[src/source/isaPkg.sv]
package isaPkg;

  // Primary opcode field, instr[31:26]
  typedef enum logic [5:0] {
    opRType  = 6'b000000,
    opRegimm = 6'b000001,
    opJ      = 6'b000010,
    opJal    = 6'b000011,
    opBeq    = 6'b000100,
    opBne    = 6'b000101,
    opBlez   = 6'b000110,
    opBgtz   = 6'b000111,
    opAddiu  = 6'b001001,
    opSlti   = 6'b001010,
    opSltiu  = 6'b001011,
    opAndi   = 6'b001100,
    opOri    = 6'b001101,
    opXori   = 6'b001110,
    opLui    = 6'b001111,
    opLb     = 6'b100000,
    opLh     = 6'b100001,
    opLw     = 6'b100011,
    opLbu    = 6'b100100,
    opLhu    = 6'b100101,
    opSb     = 6'b101000,
    opSh     = 6'b101001,
    opSw     = 6'b101011
  } opcodeT;

  // Funct codes with their own control flow, all others are ALU ops
  typedef enum logic [5:0] {
    functJr   = 6'b001000,
    functJalr = 6'b001001
  } functT;

  // The rt field selects the branch under REGIMM
  typedef enum logic [4:0] {
    rtBltz   = 5'b00000,
    rtBgez   = 5'b00001,
    rtBltzal = 5'b10000,
    rtBgezal = 5'b10001
  } regimmT;

  typedef logic [31:0] instrT;

  typedef enum logic [2:0] {
    clsNop, clsAluReg, clsAluImm, clsLoad, clsStore, clsBranch, clsJump, clsJumpReg
  } instrClassT;

  typedef enum logic [2:0] {
    condNever, condEq, condNe, condLez, condGtz, condLtz, condGez, condAlways
  } branchCondT;

  typedef enum logic [1:0] {
    sizeWord, sizeHalf, sizeByte
  } accessSizeT;

endpackage

[src/source/controlPkg.sv]
package controlPkg;

  // FSM state codes, fixed to the encoding seen on the state output
  typedef enum logic [2:0] {
    FETCH  = 3'b000,
    DECODE = 3'b001,
    EXEC1  = 3'b010,
    EXEC2  = 3'b011,
    EXEC3  = 3'b100,
    HALTED = 3'b101,
    STALL  = 3'b110
  } cpuStateT;

  // Number of execute steps, 1 to 3
  typedef logic [1:0] stepCountT;

  // One bit per byte lane of the data bus
  typedef logic [3:0] byteEnableT;

  // Upper bit means sign extend, lower bit picks half over byte
  typedef enum logic [1:0] {
    extNone     = 2'b00,
    extSignByte = 2'b10,
    extSignHalf = 2'b11
  } loadExtendT;

endpackage

[src/source/instrClassifier.sv]
`timescale 1ns/1ns

module instrClassifier
  import isaPkg::*;
  import controlPkg::*;
(
  input  instrT      instr,
  output instrClassT instrClass,
  output stepCountT  stepCount,
  output accessSizeT accessSize,
  output logic       signedLoad,
  output branchCondT branchCond,
  output logic       linkWrite,
  output logic       regDst
);

  logic [5:0] opcode;
  logic [5:0] funct;
  logic [4:0] rtField;

  assign opcode  = instr[31:26];
  assign funct   = instr[5:0];
  assign rtField = instr[20:16];

  always_comb begin
    // Unknown encodings fall through as a single-step no-op
    instrClass = clsNop;
    stepCount  = 2'd1;
    accessSize = sizeWord;
    signedLoad = 1'b0;
    branchCond = condNever;
    linkWrite  = 1'b0;
    regDst     = 1'b0;

    case (opcode)
      opRType: begin
        regDst = 1'b1;
        if (funct == functJr) begin
          instrClass = clsJumpReg;
          branchCond = condAlways;
        end else if (funct == functJalr) begin
          // Return address written in EXEC1, jump resolved in EXEC2
          instrClass = clsJumpReg;
          stepCount  = 2'd2;
          branchCond = condAlways;
          linkWrite  = 1'b1;
        end else begin
          instrClass = clsAluReg;
          stepCount  = 2'd2;
        end
      end
      opRegimm: begin
        case (rtField)
          rtBltz: begin
            instrClass = clsBranch;
            branchCond = condLtz;
          end
          rtBgez: begin
            instrClass = clsBranch;
            branchCond = condGez;
          end
          rtBltzal, rtBgezal: begin
            instrClass = clsBranch;
            stepCount  = 2'd2;
            branchCond = rtField[0] ? condGez : condLtz;
            linkWrite  = 1'b1;
          end
          default: instrClass = clsNop;
        endcase
      end
      opJ: begin
        instrClass = clsJump;
        branchCond = condAlways;
      end
      opJal: begin
        instrClass = clsJump;
        stepCount  = 2'd2;
        branchCond = condAlways;
        linkWrite  = 1'b1;
      end
      opBeq, opBne, opBlez, opBgtz: begin
        instrClass = clsBranch;
        case (opcode)
          opBeq:   branchCond = condEq;
          opBne:   branchCond = condNe;
          opBlez:  branchCond = condLez;
          default: branchCond = condGtz;
        endcase
      end
      opAddiu, opSlti, opSltiu, opAndi, opOri, opXori, opLui: begin
        instrClass = clsAluImm;
        stepCount  = 2'd2;
      end
      opLb, opLh, opLw, opLbu, opLhu: begin
        // Address, memory read, then register write
        instrClass = clsLoad;
        stepCount  = 2'd3;
        signedLoad = (opcode == opLb) || (opcode == opLh);
        if (opcode == opLb || opcode == opLbu) begin
          accessSize = sizeByte;
        end else if (opcode == opLh || opcode == opLhu) begin
          accessSize = sizeHalf;
        end
      end
      opSb, opSh, opSw: begin
        instrClass = clsStore;
        stepCount  = 2'd2;
        if (opcode == opSb) begin
          accessSize = sizeByte;
        end else if (opcode == opSh) begin
          accessSize = sizeHalf;
        end
      end
      default: instrClass = clsNop;
    endcase
  end

endmodule

[src/source/controlSequencer.sv]
`timescale 1ns/1ns

module controlSequencer
  import controlPkg::*;
(
  input  logic      clk,
  input  logic      rst,
  input  logic      start,
  input  logic      pcIsZero,
  input  logic      waitrequest,
  input  logic      stall,
  input  stepCountT stepCount,
  output cpuStateT  state,
  output logic      instrDone
);

  cpuStateT stateNext;

  always_comb begin
    stateNext = state;
    if (state == HALTED) begin
      if (start) begin
        stateNext = FETCH;
      end
    end else if (pcIsZero) begin
      // A zero PC halts from anywhere, ahead of all other rules
      stateNext = HALTED;
    end else begin
      case (state)
        FETCH, STALL: stateNext = waitrequest ? STALL : DECODE;
        DECODE:       stateNext = EXEC1;
        EXEC1: begin
          if (!stall) begin
            stateNext = (stepCount > 2'd1) ? EXEC2 : FETCH;
          end
        end
        EXEC2: begin
          // Memory access step, held until the bus is ready
          if (!waitrequest) begin
            stateNext = (stepCount == 2'd3) ? EXEC3 : FETCH;
          end
        end
        EXEC3:   stateNext = FETCH;
        default: stateNext = HALTED;
      endcase
    end
  end

  // Only an execute step ever returns to FETCH, HALTED is excluded for start
  assign instrDone = (stateNext == FETCH) && (state != HALTED);

  always_ff @(posedge clk) begin
    if (rst) begin
      state <= HALTED;
    end else begin
      state <= stateNext;
    end
  end

endmodule

[src/source/branchResolver.sv]
`timescale 1ns/1ns

module branchResolver
  import isaPkg::*;
(
  input  logic       clk,
  input  logic       rst,
  input  logic       instrDone,
  input  logic       aluLsb,
  input  logic       lessThan,
  input  branchCondT branchCond,
  output logic       branchDelay
);

  logic taken;

  // aluLsb carries the equality or less-or-equal compare from the ALU
  always_comb begin
    case (branchCond)
      condAlways: taken = 1'b1;
      condEq:     taken = aluLsb;
      condNe:     taken = !aluLsb;
      condLez:    taken = aluLsb;
      condGtz:    taken = !aluLsb;
      condLtz:    taken = lessThan;
      condGez:    taken = !lessThan;
      default:    taken = 1'b0;
    endcase
  end

  // Decision kept until the next instruction completes
  always_ff @(posedge clk) begin
    if (rst) begin
      branchDelay <= 1'b0;
    end else if (instrDone) begin
      branchDelay <= taken;
    end
  end

endmodule

[src/source/strobeGenerator.sv]
`timescale 1ns/1ns

module strobeGenerator
  import isaPkg::*;
  import controlPkg::*;
(
  input  cpuStateT   state,
  input  instrClassT instrClass,
  input  accessSizeT accessSize,
  input  logic       signedLoad,
  input  logic       linkWrite,
  input  logic       regDstIn,
  input  logic       branchDelay,
  output logic       memRead,
  output logic       memWrite,
  output logic       irWrite,
  output logic       pcWrite,
  output logic       regWrite,
  output logic       regDst,
  output logic       link,
  output logic       isJump,
  output logic       pcSrc,
  output logic       active,
  output byteEnableT byteEnable,
  output loadExtendT loadExtend
);

  logic isLoad;
  logic isStore;
  logic isAlu;

  assign isLoad  = (instrClass == clsLoad);
  assign isStore = (instrClass == clsStore);
  assign isAlu   = (instrClass == clsAluReg) || (instrClass == clsAluImm);

  // Instruction fetch occupies the bus in FETCH and STALL
  assign memRead  = (state == FETCH) || (state == STALL) || (isLoad && state == EXEC2);
  assign memWrite = isStore && (state == EXEC2);

  always_comb begin
    byteEnable = 4'b1111;
    if ((isLoad || isStore) && state == EXEC2) begin
      case (accessSize)
        sizeHalf: byteEnable = 4'b0011;
        sizeByte: byteEnable = 4'b0001;
        default:  byteEnable = 4'b1111;
      endcase
    end
  end

  // Extension stays valid from the read into the writeback step
  always_comb begin
    loadExtend = extNone;
    if (isLoad && signedLoad && (state == EXEC2 || state == EXEC3)) begin
      if (accessSize == sizeByte) begin
        loadExtend = extSignByte;
      end else if (accessSize == sizeHalf) begin
        loadExtend = extSignHalf;
      end
    end
  end

  assign irWrite = (state == DECODE);
  assign pcWrite = (state == FETCH);
  assign pcSrc   = (state == FETCH) && branchDelay;

  assign regWrite = (isAlu && state == EXEC2) || (isLoad && state == EXEC3)
                  || (linkWrite && state == EXEC1);

  // JALR writes rd through regDst, not the fixed link register
  assign link   = linkWrite && (state == EXEC1) && (instrClass != clsJumpReg);
  assign isJump = (instrClass == clsJump)
                  && ((state == EXEC1 && !linkWrite) || (state == EXEC2 && linkWrite));

  assign regDst = regDstIn;
  assign active = (state != HALTED);

endmodule

[src/source/controlDecoder.sv]
`timescale 1ns/1ns

module controlDecoder
  import isaPkg::*;
  import controlPkg::*;
(
  input  logic       clk,
  input  logic       rst,
  input  logic       start,
  input  instrT      instr,
  input  logic       waitrequest,
  input  logic       stall,
  input  logic       pcIsZero,
  input  logic       aluLsb,
  input  logic       lessThan,
  output logic       memRead,
  output logic       memWrite,
  output logic       irWrite,
  output logic       pcWrite,
  output logic       regWrite,
  output logic       regDst,
  output logic       link,
  output logic       isJump,
  output logic       pcSrc,
  output logic       active,
  output byteEnableT byteEnable,
  output loadExtendT loadExtend,
  output cpuStateT   state,
  output logic       branchDelay
);

  instrClassT instrClass;
  stepCountT  stepCount;
  accessSizeT accessSize;
  logic       signedLoad;
  branchCondT branchCond;
  logic       linkWrite;
  logic       regDstDecoded;
  logic       instrDone;

  instrClassifier u_instrClassifier (
    .instr      (instr),
    .instrClass (instrClass),
    .stepCount  (stepCount),
    .accessSize (accessSize),
    .signedLoad (signedLoad),
    .branchCond (branchCond),
    .linkWrite  (linkWrite),
    .regDst     (regDstDecoded)
  );

  controlSequencer u_controlSequencer (
    .clk         (clk),
    .rst         (rst),
    .start       (start),
    .pcIsZero    (pcIsZero),
    .waitrequest (waitrequest),
    .stall       (stall),
    .stepCount   (stepCount),
    .state       (state),
    .instrDone   (instrDone)
  );

  branchResolver u_branchResolver (
    .clk         (clk),
    .rst         (rst),
    .instrDone   (instrDone),
    .aluLsb      (aluLsb),
    .lessThan    (lessThan),
    .branchCond  (branchCond),
    .branchDelay (branchDelay)
  );

  strobeGenerator u_strobeGenerator (
    .state       (state),
    .instrClass  (instrClass),
    .accessSize  (accessSize),
    .signedLoad  (signedLoad),
    .linkWrite   (linkWrite),
    .regDstIn    (regDstDecoded),
    .branchDelay (branchDelay),
    .memRead     (memRead),
    .memWrite    (memWrite),
    .irWrite     (irWrite),
    .pcWrite     (pcWrite),
    .regWrite    (regWrite),
    .regDst      (regDst),
    .link        (link),
    .isJump      (isJump),
    .pcSrc       (pcSrc),
    .active      (active),
    .byteEnable  (byteEnable),
    .loadExtend  (loadExtend)
  );

endmodule

[config.mk]
export PLATFORM = sky130hd
export DESIGN_NAME = controlDecoder
export DESIGN_NICKNAME = d
export VERILOG_FILES = /design/src/source/isaPkg.sv /design/src/source/controlPkg.sv /design/src/source/instrClassifier.sv /design/src/source/controlSequencer.sv /design/src/source/branchResolver.sv /design/src/source/strobeGenerator.sv /design/src/source/controlDecoder.sv
export SDC_FILE = /design/constraint.sdc
export NUM_CORES = 1
export LEC_CHECK = 0
export ABC_AREA = 1
export BUFFER_PORTS_ARGS = -buffer_cell sky130_fd_sc_hd__buf_2
export CORE_MARGIN = 2
export CORE_UTILIZATION = 40
export DETAILED_ROUTE_END_ITERATION = 8
export GPL_ROUTABILITY_DRIVEN = 0
export HOLD_SLACK_MARGIN = 0.1
export PLACE_DENSITY = 0.78
export SLEW_MARGIN = 20
export SYNTH_ARGS = -nofsm -noshare
export SYNTH_HDL_FRONTEND = slang
export SYNTH_SLANG_ARGS = --single-unit
[constraint.sdc]
create_clock -name clk -period 3.9 [get_ports clk]
set_clock_uncertainty 0.15 [all_clocks]
set_input_delay 0.39 -clock clk [delete_from_list [all_inputs] [get_ports clk]]
set_output_delay 0.39 -clock clk [all_outputs]
set_load 0.01 [all_outputs]
==> summary.txt <==
Global routing
  – First-pass GRT wire length: between 4 and 5 mm
  – Antenna violations before repair: 0
  – GRT Overall Usage: 19.7%
  – Total congestion overflow: 0
  – Vias in the first global route: 1012
  – Maximum number of pins on one net before global-route repair: 9

Clocking
  – Insertion delay to the later sink of the worst-skew pair: 0.24 ns
  – Clock buffers created by TritonCTS: 3
  – H-tree depth: 1
  – Clk root buf: clkbuf_4
  – Post-cts repair resize count: 0
  – Maximum root-to-sink buffer count: 2
  – Clock sinks: 4
  – Clock tree from TritonCTS: done
  – Buffers inserted by post-CTS timing repair: 0
  – Post-CTS clock slew at the launch and capture registers of the worst setup and hold paths: ~0.040 ns
  – CTS Hold Bufs: 0

Timing
  – Sum of negative setup slack: 0 ns
  – Share of the cycle needed by the critical path after routing: 64.0%
  – Fin crit period: approximately 2.5 ns
  – Setup violators final: 0
  – Number of slew-limit violations in the final report: 0
  – Achievable Freq: around 400 MHz
  – Number of hold violations in the final report: 0
  – RSZ-0062 raised after global routing: no

Synth
  – Mean post-synth cell area: 5.38 um^2
  – Gate count after technology mapping: 158
  – Yosys warning total: 0
  – EDFF count, synth: 0
  – Most area-consuming cells after synthesis: nand2_1 15%, inv_1 13%, nor2_1 10%, dfxtp_1 9.4%, nand4_1 6.6%
  – Fraction of synthesized cell area taken by the top area cell type: 14.6%
  – Flip-flop cell with the highest count after synthesis: dfxtp_1
  – Count of different cell masters after synthesis: 26
  – Proportion of synthesized flip-flops having asynchronous set or reset: 0%
  – Cell accounting for the most synthesized area: nand2_1
  – Sequential area share after synthesis: under 10%
  – Net count of the mapped netlist: 200
  – Post-Synthesis Cell Area: 851 um^2
  – Synth Register Bits: 4

Hold path
  – Hold/Removal Path Class: in -> reg

Drt
  – Vias after detailed routing: 1126
  – DRC violation total after the first TritonRoute iteration: 35
  – Post-route DRC: 0
  – Mean routed wirelength per cell: roughly 10 um
  – Post-Route WL: about 2.3 mm
  – Detailed-router iteration count before antenna repair: 4
  – Post-detailed-route via-to-cell ratio: around 4.9
  – Number of antenna-violating nets in the routed design: 0

Die
  – FP Rows: 16
  – Area inside the core boundary: just under 2000 um^2
  – Initial standard-cell utilization of the core: 42.9%
  – Total I/O pin count: 60
  – Die width: 50.1 um
  – Die footprint: 2510 um^2
  – Height of the chip: 50.1 um

Run
  – Max-cap violations: 0

Finish
  – Diodes inserted: 0
  – Final standard cell utilization of the core: 55.9%
  – Fraction of final layout cells with drive strength greater than 1: 32.2%
  – Layout-stage area growth over the synthesis result: 30.1%
  – Final #Nets: 246

Outcome
  – Outcome: finished clean

Pwr
  – Leakage power: 0.000635 uW
  – Power density over the cells: 240 nW/um^2
  – Peak supply drop: 0.203 mV
  – Final Total Pwr: 265 uW

Place
  – Number of buffers added on ports: 43
  – Placed wire-length estimate after detailed placement: around 2 mm

Worst setup path
  – Endpoint required time on the critical path: 3.36 ns
  – Category of the most critical setup path: in -> out
  – Crit path max fanout: 4
  – Type of destination of the critical path: output port
  – Data arrival time of the worst path: 1.96 ns
  – Type of element launching the critical path: input pin
## power breakdown
part	total [uW]	switching (uW)	internal (uW)
Clock	52.2	17.7	34.5
Combinational	150	94.9	55.2
Sequential	63.1	12.7	50.4
## sequential cells by signal, summed over array words and instances, names as in the netlist
register	flops
u_branchResolver.branchDelay	1
u_controlSequencer.state	3
## cells in the mapped netlist, types with 2 or more instances
library cell	number
nand2_1	33
nand4_1	9
o21ai_0	6
buf_4	2
inv_2	3
nor2_4	4
a21oi_1	2
inv_1	30
dfxtp_1	4
nand2_2	3
nand3b_1	2
nor3_1	8
nand3_2	3
nand3_1	10
nor2_2	5
ha_1	2
nor2_1	23
## final cells by class
class | instances | area [um^2]
well taps | 27 | 33.8
inverters | 33 | 124
multi-input cells | 119 | 632
fillers | 211 | 875
flip-flops and latches | 4 | 80.1
repair buffers | 43 | 215
clock buffers | 3 | 22.5
## worst paths after layout
| check | startpoint | end | slack, ns | depth (start not counted) |
|---|---|---|---|---|
| worst max register to register | u_controlSequencer.state[0] | u_branchResolver.branchDelay | 2.10 | 13 |
| worst min-delay path | pcIsZero | u_controlSequencer.state[1] | 0.19 | 2 |
| worst max-delay path | instr[31] | byteEnable[2] | 1.40 | 11 |
| worst min register to register | u_branchResolver.branchDelay | u_branchResolver.branchDelay | 0.39 | 2 |
## cell usage in the layout (no fill, tap or decap), types with 2 or more instances in the layout
master and instances:
o21ai_0 6, inv_1 30, inv_2 3, ha_1 2, clkbuf_4 3, a21oi_1 2, nor2_4 4, nor3_1 8
nor2_2 5, nand4_1 9, buf_2 43, nand2_2 3, nand3b_1 2, nand2_1 33, dfxtp_1 4, nand3_1 10
nor2_1 23, nand3_2 3
## critical path: stages
cell and delay [ns]:
buf_2 0.11, inv_1 0.06, nor2_2 0.15, nand3b_1 0.12, nand2_1 0.17, inv_1 0.11
nand2_1 0.13, nand2_1 0.09, ha_1 0.31, nand3b_1 0.16, buf_2 0.15
## logic make-up (layout without fill, tap and decap cells)
group           count (synthesis)  in the layout  synth area share (%)
compound gates                 14             14                  10.9
flops                           4              4                  9.41
fa+ha+maj                       2              2                  2.94
buf+inv                        35             79                  16.3
simple gates                  102            102                  60.0
other cells                     1              1                 0.441
## per-stage QoR
stage          cells  cell area [um^2]  hold WS, ns  worst slack (ns)
2_1_floorplan    158               851        0.313              1.62
3_3_place_gp     226              1080        0.372              1.46
3_5_place_dp     226              1080        0.377              1.41
4_1_cts          229              1110        0.179              1.40
5_1_grt          229              1110        0.171              1.23
6_report         229              1110        0.188              1.40
## per-layer routing
layer | share of wire, % | GRT usage (%) | vias to the layer above
li1 | - | - | 595
met1 | 45 | 25.0 | 490
met2 | 47 | 33.6 | 39
met3 | 6.9 | 4.85 | 2
met4 | 0.91 | 3.24 | 0
met5 | 0 | 0 | -
Power figures use the tool's default switching activity.
